--- src/verilog/adc_pkg.sv ---
// ADC capture shared definitions

package adc_pkg;

  // ********************************************************************
  // Converter word format
  // ********************************************************************

  // Bits in one converter word, shifted out MSB first
  localparam int unsigned SAMPLE_WIDTH = 20;

  // Words per conversion in uncorrected mode, of which the last is the sample
  localparam int unsigned UNCOR_WORDS = 4;

  // ********************************************************************
  // Register map, one 32-bit word per register
  // ********************************************************************

  localparam int unsigned REG_ADDR_WIDTH = 4;

  // Bit 0 enable, bit 1 two_lane, bit 2 uncorrected
  localparam logic [REG_ADDR_WIDTH-1:0] ADDR_CTRL    = 4'h0;
  // Bits 3..0 hold the latency in ssi_clk cycles
  localparam logic [REG_ADDR_WIDTH-1:0] ADDR_LATENCY = 4'h4;
  // Read-only count of samples accepted into the FIFO
  localparam logic [REG_ADDR_WIDTH-1:0] ADDR_COUNT   = 4'h8;
  // Bit 0 sticky overflow (write 1 to clear), bit 1 busy
  localparam logic [REG_ADDR_WIDTH-1:0] ADDR_STATUS  = 4'hC;

  // ********************************************************************
  // Enumerations
  // ********************************************************************

  // Deserializer FSM states
  typedef enum logic [1:0] {
    ST_IDLE,
    ST_WAIT,
    ST_SHIFT
  } capture_state_e;

  // Lane mode sets the number of bits taken per clock edge
  typedef enum logic {
    LANE_ONE,
    LANE_TWO
  } lane_mode_e;

endpackage

--- src/verilog/capture_cfg_if.sv ---
// Capture configuration interface

`timescale 1ns/100ps

interface capture_cfg_if;

  // Capture is armed only while enable is set
  logic                enable;
  // One lane takes a bit per edge, two lanes take two
  adc_pkg::lane_mode_e lane_mode;
  // Converter sends four words per conversion when set
  logic                uncorrected;
  // Cycles from the cnv edge to the MSB edge
  logic [3:0]          latency;
  // High while a conversion is being received
  logic                busy;

  // Register block side
  modport regs (
    output enable,
    output lane_mode,
    output uncorrected,
    output latency,
    input  busy
  );

  // Deserializer side
  modport capture (
    input  enable,
    input  lane_mode,
    input  uncorrected,
    input  latency,
    output busy
  );

endinterface

--- src/verilog/adc_capture_top.sv ---
// ADC serial capture top level

`timescale 1ns/100ps

module adc_capture_top #(
  parameter int unsigned FIFO_DEPTH = 8
) (
  input  logic                               ssi_clk,
  input  logic                               rst_n,
  // Converter interface
  input  logic                               cnv,
  input  logic                               da,
  input  logic                               db,
  // AXI4-Lite slave
  input  logic [adc_pkg::REG_ADDR_WIDTH-1:0] awaddr,
  input  logic                               awvalid,
  output logic                               awready,
  input  logic [31:0]                        wdata,
  input  logic [3:0]                         wstrb,
  input  logic                               wvalid,
  output logic                               wready,
  output logic [1:0]                         bresp,
  output logic                               bvalid,
  input  logic                               bready,
  input  logic [adc_pkg::REG_ADDR_WIDTH-1:0] araddr,
  input  logic                               arvalid,
  output logic                               arready,
  output logic [31:0]                        rdata,
  output logic [1:0]                         rresp,
  output logic                               rvalid,
  input  logic                               rready,
  // Sample stream
  output logic [adc_pkg::SAMPLE_WIDTH-1:0]   s_data,
  output logic                               s_valid,
  input  logic                               s_ready
);

  logic [adc_pkg::SAMPLE_WIDTH-1:0] word_data;
  logic                             word_valid;
  logic                             accepted;
  logic                             overflow;

  // Configuration from the registers to the deserializer
  capture_cfg_if cfg0 ();

  adc_regs regs0 (
    .ssi_clk (ssi_clk),  .rst_n   (rst_n),
    .awaddr  (awaddr),   .awvalid (awvalid), .awready (awready),
    .wdata   (wdata),    .wstrb   (wstrb),   .wvalid  (wvalid),  .wready (wready),
    .bresp   (bresp),    .bvalid  (bvalid),  .bready  (bready),
    .araddr  (araddr),   .arvalid (arvalid), .arready (arready),
    .rdata   (rdata),    .rresp   (rresp),   .rvalid  (rvalid),  .rready (rready),
    .overflow (overflow), .accepted (accepted),
    .cfg     (cfg0.regs)
  );

  lane_deserializer deser0 (
    .ssi_clk    (ssi_clk),   .rst_n      (rst_n),
    .cnv        (cnv),       .da         (da),        .db (db),
    .word_data  (word_data), .word_valid (word_valid),
    .cfg        (cfg0.capture)
  );

  // Depth is set here and passed down
  sample_fifo #(.FIFO_DEPTH(FIFO_DEPTH)) fifo0 (
    .ssi_clk    (ssi_clk),   .rst_n      (rst_n),
    .word_data  (word_data), .word_valid (word_valid), .s_ready (s_ready),
    .s_data     (s_data),    .s_valid    (s_valid),
    .accepted   (accepted),  .overflow   (overflow)
  );

endmodule

--- src/verilog/adc_regs.sv ---
// AXI4-Lite control registers

`timescale 1ns/100ps

module adc_regs (
  input  logic                               ssi_clk,
  input  logic                               rst_n,
  // AXI4-Lite write address and data
  input  logic [adc_pkg::REG_ADDR_WIDTH-1:0] awaddr,
  input  logic                               awvalid,
  output logic                               awready,
  input  logic [31:0]                        wdata,
  input  logic [3:0]                         wstrb,
  input  logic                               wvalid,
  output logic                               wready,
  // AXI4-Lite write response
  output logic [1:0]                         bresp,
  output logic                               bvalid,
  input  logic                               bready,
  // AXI4-Lite read
  input  logic [adc_pkg::REG_ADDR_WIDTH-1:0] araddr,
  input  logic                               arvalid,
  output logic                               arready,
  output logic [31:0]                        rdata,
  output logic [1:0]                         rresp,
  output logic                               rvalid,
  input  logic                               rready,
  // Events from the FIFO
  input  logic                               overflow,
  input  logic                               accepted,
  capture_cfg_if.regs                        cfg
);

  // Latched write address and data, held until the response is raised
  logic [adc_pkg::REG_ADDR_WIDTH-1:0] aw_addr_q;
  logic [31:0]                        w_data_q;
  logic [3:0]                         w_strb_q;
  logic                               aw_hold;
  logic                               w_hold;
  // One-cycle strobe that commits the latched write
  logic                               wr_pulse;
  logic                               wr_byte0;
  logic [31:0]                        sample_count;
  logic                               ovf_sticky;

  // All accesses complete without error
  assign bresp = 2'b00;
  assign rresp = 2'b00;

  // Only byte 0 carries writable bits in this map
  assign wr_byte0 = wr_pulse && w_strb_q[0];

  // ********************************************************************
  // Write channels
  // ********************************************************************

  always_ff @(posedge ssi_clk) begin
    if (!rst_n) begin
      awready  <= 1'b0;
      wready   <= 1'b0;
      bvalid   <= 1'b0;
      aw_hold  <= 1'b0;
      w_hold   <= 1'b0;
      wr_pulse <= 1'b0;
    end else begin
      wr_pulse <= 1'b0;
      // AW is taken on its own handshake and then held off
      if (awvalid && awready) begin
        aw_addr_q <= awaddr;
        aw_hold   <= 1'b1;
        awready   <= 1'b0;
      end else if (!aw_hold && !bvalid) begin
        awready <= 1'b1;
      end
      // W follows the same pattern independently of AW
      if (wvalid && wready) begin
        w_data_q <= wdata;
        w_strb_q <= wstrb;
        w_hold   <= 1'b1;
        wready   <= 1'b0;
      end else if (!w_hold && !bvalid) begin
        wready <= 1'b1;
      end
      // Both halves present, so respond and commit on the next edge
      if (aw_hold && w_hold && !bvalid) begin
        bvalid   <= 1'b1;
        aw_hold  <= 1'b0;
        w_hold   <= 1'b0;
        wr_pulse <= 1'b1;
      end else if (bvalid && bready) begin
        bvalid <= 1'b0;
      end
    end
  end

  // ********************************************************************
  // Register storage
  // ********************************************************************

  always_ff @(posedge ssi_clk) begin
    if (!rst_n) begin
      cfg.enable      <= 1'b0;
      cfg.lane_mode   <= adc_pkg::LANE_ONE;
      cfg.uncorrected <= 1'b0;
      cfg.latency     <= 4'd0;
      sample_count    <= 32'd0;
      ovf_sticky      <= 1'b0;
    end else begin
      if (wr_byte0 && aw_addr_q == adc_pkg::ADDR_CTRL) begin
        cfg.enable      <= w_data_q[0];
        cfg.lane_mode   <= w_data_q[1] ? adc_pkg::LANE_TWO : adc_pkg::LANE_ONE;
        cfg.uncorrected <= w_data_q[2];
      end
      if (wr_byte0 && aw_addr_q == adc_pkg::ADDR_LATENCY) begin
        cfg.latency <= w_data_q[3:0];
      end
      if (accepted) begin
        sample_count <= sample_count + 32'd1;
      end
      // A new overflow wins over a clear in the same cycle
      if (overflow) begin
        ovf_sticky <= 1'b1;
      end else if (wr_byte0 && aw_addr_q == adc_pkg::ADDR_STATUS && w_data_q[0]) begin
        ovf_sticky <= 1'b0;
      end
    end
  end

  // ********************************************************************
  // Read channel
  // ********************************************************************

  always_ff @(posedge ssi_clk) begin
    if (!rst_n) begin
      arready <= 1'b0;
      rvalid  <= 1'b0;
    end else if (arvalid && arready) begin
      arready <= 1'b0;
      rvalid  <= 1'b1;
      case (araddr)
        adc_pkg::ADDR_CTRL:
          rdata <= {29'd0, cfg.uncorrected, cfg.lane_mode == adc_pkg::LANE_TWO, cfg.enable};
        adc_pkg::ADDR_LATENCY: rdata <= {28'd0, cfg.latency};
        adc_pkg::ADDR_COUNT:   rdata <= sample_count;
        adc_pkg::ADDR_STATUS:  rdata <= {30'd0, cfg.busy, ovf_sticky};
        default:               rdata <= 32'd0;
      endcase
    end else if (rvalid && rready) begin
      rvalid  <= 1'b0;
      arready <= 1'b1;
    end else if (!rvalid) begin
      arready <= 1'b1;
    end
  end

endmodule

--- src/verilog/lane_deserializer.sv ---
// Serial lane deserializer

`timescale 1ns/100ps

module lane_deserializer (
  input  logic                             ssi_clk,
  input  logic                             rst_n,
  input  logic                             cnv,
  input  logic                             da,
  input  logic                             db,
  output logic [adc_pkg::SAMPLE_WIDTH-1:0] word_data,
  output logic                             word_valid,
  capture_cfg_if.capture                   cfg
);

  localparam int unsigned W      = adc_pkg::SAMPLE_WIDTH;
  localparam int unsigned BCNT_W = $clog2(W + 1);
  localparam int unsigned WCNT_W = $clog2(adc_pkg::UNCOR_WORDS);

  adc_pkg::capture_state_e state;
  logic [3:0]              lat_cnt;
  logic [BCNT_W-1:0]       bit_cnt;
  logic [WCNT_W-1:0]       word_cnt;
  logic [W-1:0]            shift_reg;
  logic [W-1:0]            shift_next;
  // Mode captured at the strobe so a conversion is never split
  logic                    two_lane_q;
  logic                    uncor_q;
  logic                    word_done;
  logic                    last_word;

  // da carries the higher bit of each pair in two-lane mode
  assign shift_next = two_lane_q ? {shift_reg[W-3:0], da, db} : {shift_reg[W-2:0], da};

  // Last bit of the current word is on the lanes at this edge
  assign word_done = two_lane_q ? (bit_cnt == BCNT_W'(W - 2)) : (bit_cnt == BCNT_W'(W - 1));
  assign last_word = !uncor_q || (word_cnt == WCNT_W'(adc_pkg::UNCOR_WORDS - 1));

  always_ff @(posedge ssi_clk) begin
    if (!rst_n) begin
      state      <= adc_pkg::ST_IDLE;
      cfg.busy   <= 1'b0;
      word_valid <= 1'b0;
      lat_cnt    <= 4'd0;
      bit_cnt    <= '0;
      word_cnt   <= '0;
      two_lane_q <= 1'b0;
      uncor_q    <= 1'b0;
    end else begin
      word_valid <= 1'b0;
      case (state)
        adc_pkg::ST_IDLE: begin
          // This is edge 0 and the MSB follows at edge latency
          if (cnv && cfg.enable) begin
            cfg.busy   <= 1'b1;
            two_lane_q <= (cfg.lane_mode == adc_pkg::LANE_TWO);
            uncor_q    <= cfg.uncorrected;
            lat_cnt    <= cfg.latency - 4'd1;
            bit_cnt    <= '0;
            word_cnt   <= '0;
            // A latency of 0 or 1 starts sampling on the very next edge
            state      <= (cfg.latency <= 4'd1) ? adc_pkg::ST_SHIFT : adc_pkg::ST_WAIT;
          end
        end
        adc_pkg::ST_WAIT: begin
          lat_cnt <= lat_cnt - 4'd1;
          if (lat_cnt == 4'd1) begin
            state <= adc_pkg::ST_SHIFT;
          end
        end
        adc_pkg::ST_SHIFT: begin
          bit_cnt <= bit_cnt + (two_lane_q ? BCNT_W'(2) : BCNT_W'(1));
          if (word_done) begin
            bit_cnt  <= '0;
            word_cnt <= word_cnt + 1'b1;
            // Uncorrected words run back to back with no gap
            if (last_word) begin
              word_valid <= 1'b1;
              cfg.busy   <= 1'b0;
              state      <= adc_pkg::ST_IDLE;
            end
          end
        end
        default: state <= adc_pkg::ST_IDLE;
      endcase
    end
  end

  // Shift register and the captured output word
  always_ff @(posedge ssi_clk) begin
    if (state == adc_pkg::ST_SHIFT) begin
      shift_reg <= shift_next;
      if (word_done && last_word) begin
        word_data <= shift_next;
      end
    end
  end

endmodule

--- src/verilog/sample_fifo.sv ---
// Sample FIFO with stream output

`timescale 1ns/100ps

module sample_fifo #(
  parameter int unsigned FIFO_DEPTH = 8
) (
  input  logic                             ssi_clk,
  input  logic                             rst_n,
  input  logic [adc_pkg::SAMPLE_WIDTH-1:0] word_data,
  input  logic                             word_valid,
  input  logic                             s_ready,
  output logic [adc_pkg::SAMPLE_WIDTH-1:0] s_data,
  output logic                             s_valid,
  output logic                             accepted,
  output logic                             overflow
);

  localparam int unsigned PTR_W = $clog2(FIFO_DEPTH);

  logic [adc_pkg::SAMPLE_WIDTH-1:0] mem [FIFO_DEPTH];
  logic [PTR_W-1:0]                 wr_ptr;
  logic [PTR_W-1:0]                 rd_ptr;
  // One bit wider than the pointers so a full buffer is distinct from empty
  logic [PTR_W:0]                   count;
  logic                             full;
  logic                             push;
  logic                             pop;

  assign full = (count == (PTR_W + 1)'(FIFO_DEPTH));

  // The deserializer has no ready, so a word seen while full is lost
  assign push     = word_valid && !full;
  assign overflow = word_valid && full;
  assign accepted = push;

  // Head word stays on s_data until the consumer takes it
  assign s_valid = (count != '0);
  assign s_data  = mem[rd_ptr];
  assign pop     = s_valid && s_ready;

  // ********************************************************************
  // Pointers and occupancy
  // ********************************************************************

  always_ff @(posedge ssi_clk) begin
    if (!rst_n) begin
      wr_ptr <= '0;
      rd_ptr <= '0;
      count  <= '0;
    end else begin
      if (push) begin
        wr_ptr <= wr_ptr + 1'b1;
      end
      if (pop) begin
        rd_ptr <= rd_ptr + 1'b1;
      end
      case ({push, pop})
        2'b10:   count <= count + 1'b1;
        2'b01:   count <= count - 1'b1;
        default: count <= count;
      endcase
    end
  end

  // Storage array
  always_ff @(posedge ssi_clk) begin
    if (push) begin
      mem[wr_ptr] <= word_data;
    end
  end

endmodule
--- config.mk ---
export PLATFORM = sky130hd
export DESIGN_NAME = adc_capture_top
export DESIGN_NICKNAME = d
export VERILOG_FILES = /design/src/verilog/adc_pkg.sv /design/src/verilog/capture_cfg_if.sv /design/src/verilog/adc_capture_top.sv /design/src/verilog/adc_regs.sv /design/src/verilog/lane_deserializer.sv /design/src/verilog/sample_fifo.sv
export SDC_FILE = /design/constraint.sdc
export NUM_CORES = 1
export LEC_CHECK = 0
export ABC_AREA = 1
export BUFFER_PORTS_ARGS = -buffer_cell sky130_fd_sc_hd__buf_2
export CORE_UTILIZATION = 53
export CTS_CLUSTER_DIAMETER = 150
export DETAILED_ROUTE_END_ITERATION = 16
export PLACE_DENSITY_LB_ADDON = 0.05
export SLEW_MARGIN = 20
export SYNTH_ARGS = -nofsm -noshare
export SYNTH_HDL_FRONTEND = slang
export SYNTH_SLANG_ARGS = --single-unit
--- constraint.sdc ---
create_clock -name ssi_clk -period 2.6 [get_ports ssi_clk]
set_input_delay 0.13 -clock ssi_clk [delete_from_list [all_inputs] [get_ports ssi_clk]]
set_output_delay 0.13 -clock ssi_clk [all_outputs]
set_load 0.02 [all_outputs]
==> run metrics, run 1 <==
Power Dens Cells 804 nW/µm²; Critical Path Start Type flip-flop; WL/cell 15.7 µm; FP Rows 57; ys flop type edfxtp_1; Post-CTS Setup Bufs 0; Worst Clk Skew 20.0 ps; max cap viols 0; worst skew pair latency 560 ps; final WL 26700 µm; Slew Viols, Final 0; chip height 159 µm; post-DR vias/cell 5.25; Final Wtd Congestion 0.814; Avg Synthesized Cell Area 10.5 µm²; IO buf count 81; vias 8951; Seq cells post-synth 318; Worst Tran Pin Value 986 ps; leakage 0.00550 µW; Ports 117; final hold vios 0; Residual DRC 0; gr ovfl total 0; Worst Path Class, Setup flip-flop to output pin; mapped cell area 13000 µm²; Core ar. 24200 µm²; HPWL after detailed placement 15700 µm; Async S/R FF share, synth 0%; Die ar. 25200 µm²; Routed Antenna Nets 0; Worst Setup Slack, final 279 ps; n_diodes 0; CTS tree built; period utilisation layout 89.3%; Num CTS Buffers 31; Peak Freq 0.431 GHz; Worst-path clk slew 60 ps; Layout Nets 1425; Critical Path RT 2470 ps; Crit path arrival time 2190 ps; final instance area 15100 µm²; DRT Pass-1 Iters 5; Setup TNS Final 0 ps; status finished clean; fill cell count 1973; critical path capture point type output pin; # setup viols final 0; first-pass GRT wire length 43500 µm; top cells by area, synth edfxtp_1, dfxtp_1, nor2_1; Root Buffer clkbuf_16; Cell variety after synth 35; unrepaired setup endpoints after global routing no; post-synthesis cell count 1245; die width 159 µm; largest net degree at the start of global routing 81; utilization after layout 62.4%; pre-CTS setup slack 495 ps; area grow syn2layout 15.9%; leading area contributor after synthesis edfxtp_1; Regs by FF count fifo0.mem (160), regs0.rdata (32), regs0.sample_count (32); vias in the first global route 8615; H-tree Lvls 1; Starting Density 53.9%; gr usage total 21.6%; Max FO, Critical Path 54; initial antenna violation count 0; clk sink count 318; Max Root-Sink Buffers 3; EDFF count, synth 240; Largest register FFs 160; Tot Pwr 12100 µW; area share of the leading cell type in the synthesized netlist 55.3%; Placed Area 13800 µm²; Max transition margin 34.2%; min cycle time layout 2320 ps; Hold WC Path Type input port to flip-flop; YS warnings 0; Worst VDD drop 536 µV; register area share after synthesis 67.3%; Iteration-0 DRC Markers 414; Reg with most FFs fifo0.mem; share of post-route cells with drive strength above 1 12.5%
## synth_stat cells, types with 2 or more instances
cell         n
ha_1        13
a21oi_1     49
a31oi_1      3
nor3_1      11
nand3b_1     2
xor2_1       5
o2111ai_1    2
buf_4        5
nor2_1     253
clkbuf_1    30
inv_2        2
nand2_2      2
buf_1        4
buf_2       10
nor2_2       6
nand2_1    210
o22ai_1      2
nor2_4       2
o32ai_1     40
edfxtp_1   240
inv_1      115
nand3_1     37
nand4_1     18
dfxtp_1     78
o21ai_0     96
## routing by layer
layer	wire (µm)	global-route usage (%)
met1	12100	28.0
met3	1180	3.13
met5	0	0
met4	631	6.13
met2	12800	37.8
## stage by stage
step           hold WS [ps]  std cells
3_3_place_gp            307       1624
5_1_grt                65.0       1704
3_5_place_dp            308       1624
4_1_cts                12.6       1704
6_report               21.5       1704
2_1_floorplan           224       1248
## path summary, 6_finish.rpt
| check | endpoint | startpoint | depth (start not counted) | slack, ps |
|---|---|---|---|---|
| setup / recovery | s_data[13] | flip-flop | 6 | 280 |
| hold / removal | regs0.rdata[1] | araddr[2] | 3 | 20 |
| setup reg to reg | fifo0.count[2] | fifo0.count[3] | 13 | 490 |
| hold reg to reg | deser0.uncor_q | deser0.uncor_q | 2 | 460 |
## repair_timing
item | in CTS | in global routing
gates resized for setup | 0 | 1
hold endpoints to repair | 29 | 0
setup endpoints to repair | 0 | 6
hold buffers | 23 | 0
## logic make-up after synthesis
| kind of cell | after synthesis | share of synthesized area (%) |
|---|---|---|
| AND/OR/NAND/NOR | 543 | 16.9 |
| adder cells (fa/ha/maj) | 14 | 1.40 |
| buffers and inverters | 166 | 5.02 |
| AO/OA/AOI/OAI | 197 | 8.93 |
| XOR/XNOR | 6 | 0.403 |
| other | 1 | 0.0288 |
| flip-flops | 318 | 67.3 |
## worst max-delay path, stage by stage (launching register included)
cell and delay, ps:
dfxtp_4 530, buf_12 290, nor2_1 90, o32ai_1 330
nand2_1 100, nand2_1 110, buf_2 170
## power by group
group / internal (µW) / switching, µW / leakage, µW
combinational: 733 / 1380 / 0.00222
sequential: 5520 / 108 / 0.00278
clock: 2580 / 1810 / 0.000502
## layout by cell type (no fill, tap or decap), types with 7 or more instances in the layout
cell and instances:
a21oi_1 49, buf_2 81, buf_4 17, clkbuf_1 7
clkbuf_16 32, dfxtp_1 76, dlygate4sd3_1 23, edfxtp_1 240
ha_1 13, inv_1 115, nand2_1 210, nand3_1 37
nand4_1 18, nor2_1 243, nor2_2 16, nor3_1 11
o21ai_0 96, o32ai_1 40
## area by class of cell
cell class | count | area, µm² | share of cell area [%]
Clock buffer | 44 | 896 | 5.94
Clock inverter | 13 | 118 | 0.779
Inverter | 117 | 439 | 2.91
Multi-Input combinational cell | 764 | 3640 | 24.1
Sequential cell | 318 | 8770 | 58.1
Tap cell | 324 | 405 | 2.69
Timing Repair Buffer | 124 | 823 | 5.46
Power figures use the tool's default switching activity.
==> run 2, diff against run 1 <==
Settings changed: CORE_UTILIZATION 53 to 55.
Clock period 2.6 ns to 2.4 ns, I/O delays scaled along.
==> run 2 against run 1 <==
Effect of this change: first-iteration DRC count grew 31%; worst setup slack lost 100 ps; clock skew shrank 11 ps; total power grew 5.8%; clock-buffer cell count is the same; register-to-register slack lost 190 ps; non-clock buffer count grew 3; routed wire length grew 1.2%; combinational power grew 11%; largest power group unchanged; critical path depth grew 1; via count shrank 0.36%; cell count shrank 0.47%.
==> run metrics, run 2 (synthesis results as in run 1) <==
HPWL after detailed placement 16200 µm (+3.5%); Root Buffer clkbuf_16; H-tree Lvls 1 (unchanged); CTS tree built; Routed Antenna Nets 0 (unchanged); die width 156 µm (-1.8%); area grow syn2layout 15.5%; Worst Path Class, Setup flip-flop to output pin; vias in the first global route 8420 (-2.3%); IO buf count 81 (unchanged); FP Rows 55 (-3.5%); Crit path arrival time 2100 ps (-90 ps); cell mode on critical path nand2_1; DRT Pass-1 Iters 5 (unchanged); final WL 27000 µm (+1.2%); Largest register FFs 160 (unchanged); chip height 156 µm (-1.8%); pre-CTS setup slack 328 ps (-167 ps); most common cell after layout, fill and taps aside nor2_1; Final Wtd Congestion 0.852 (+4.7%); Setup TNS Final 0 ps (unchanged); WL/cell 15.9 µm (+1.7%); Iteration-0 DRC Markers 543 (+31%); Power Dens Cells 854 nW/µm² (+6.2%); status finished clean; critical path capture point type output pin; Tot Pwr 12800 µW (+5.8%); worst skew pair latency 550 ps (about the same); unrepaired setup endpoints after global routing no; Max FO, Critical Path 15 (-72%); CP peak stage delay 340 ps (-190 ps); commonest non-fill, non-tap cells in the layout nor2_1, edfxtp_1, nand2_1; Max Root-Sink Buffers 3 (unchanged); Layout Nets 1428 (+0.21%); first-pass GRT wire length 42800 µm (-1.6%); Hold WC Path Type input port to flip-flop; max cap viols 0 (unchanged); Regs by FF count fifo0.mem (160), regs0.rdata (32), regs0.sample_count (32); post-DR vias/cell 5.26 (+0.11%); Die ar. 24300 µm² (-3.6%); share of post-route cells with drive strength above 1 12.3% (-0.24 points); CP cell instances inv_2, buf_4, nor2_1, o32ai_1, nand2_1, nand2_1, buf_2; Buf/Inv on CP 3 (+1); Critical Path Start Type flip-flop; Peak Freq 0.450 GHz; Residual DRC 0 (unchanged); Worst Clk Skew 8.56 ps (-11.4 ps); Crit path max-delay family buffers and inverters; Ports 117 (unchanged); CP max-delay cell dfxtp_2; Reg with most FFs fifo0.mem; vias 8919 (-0.36%); Worst-path clk slew 60 ps (about the same); n_diodes 0 (unchanged); initial antenna violation count 0 (unchanged); clk sink count 318 (unchanged); period utilisation layout 92.7%; largest net degree at the start of global routing 55 (-32%); worst r2r src fifo0.count[0]; Starting Density 56.8% (+3.0 points); worst hold path startpoint araddr[2]; gr ovfl total 0 (unchanged); # setup viols final 0 (unchanged); Worst Setup Slack, final 176 ps (-103 ps); Worst VDD drop 561 µV (+4.6%); Critical Path RT 2280 ps (-190 ps); Num CTS Buffers 31 (unchanged); Slew Viols, Final 0 (unchanged); min cycle time layout 2220 ps; Core ar. 22900 µm² (-5.2%); gr usage total 22.6% (+0.97 points); final hold vios 0 (unchanged); leakage 0.00547 µW (-0.55%)
## run 2: path summary, 6_finish.rpt
kind | cells past startpoint | endpoint | slack, ps
max | 7 | s_data[12] | 180
min | 3 | regs0.rdata[1] | 20
max reg2reg | 13 | fifo0.count[2] | 300
min reg2reg | 2 | deser0.uncor_q | 460
## run 2: power breakdown
part | switching (µW) | internal (µW) | total [µW]
registers | 117 | 5980 | 6090
clock network | 1920 | 2480 | 4400
logic | 1520 | 823 | 2340
total | 3560 | 9280 | 12800
## run 2: tightest hold or removal path, cell delays in order
cell and delay (ps):
buf_2 130, nand4_1 90, o2111ai_1 110
## run 2: timing repair
item,in CTS,in global routing
gates resized for setup,0,1
endpoints found under the setup margin,0,8
hold buffers,20,0
hold endpoints to repair,25,0
buffers inserted,0,0
## run 2: final cells by class
type / count / area, µm²
timing repair buffer: 127 / 892
multi-input combinational: 764 / 3640
inverter: 117 / 439
sequential: 318 / 8770
fill: 1830 / 7880
clock inverter: 13 / 81.3
tap: 313 / 392
clock buffer: 44 / 825
## run 2: through the flow
stage               hold slack, ps  utilization (%)  instance area, µm²  cells
floorplan                      214                -               13000   1248
global placement               299             60.8               13900   1619
detailed placement             298             60.8               13900   1619
CTS                           2.39             65.6               15000   1696
global route                  26.1             65.6               15000   1696
finish                        15.6             65.6               15000   1696
## run 2: layer usage
metal | track usage [%] | routed length (µm)
met5 | 0 | 0
met2 | 39.8 | 13200
met4 | 5.46 | 473
met1 | 29.8 | 12200
met3 | 2.86 | 1120
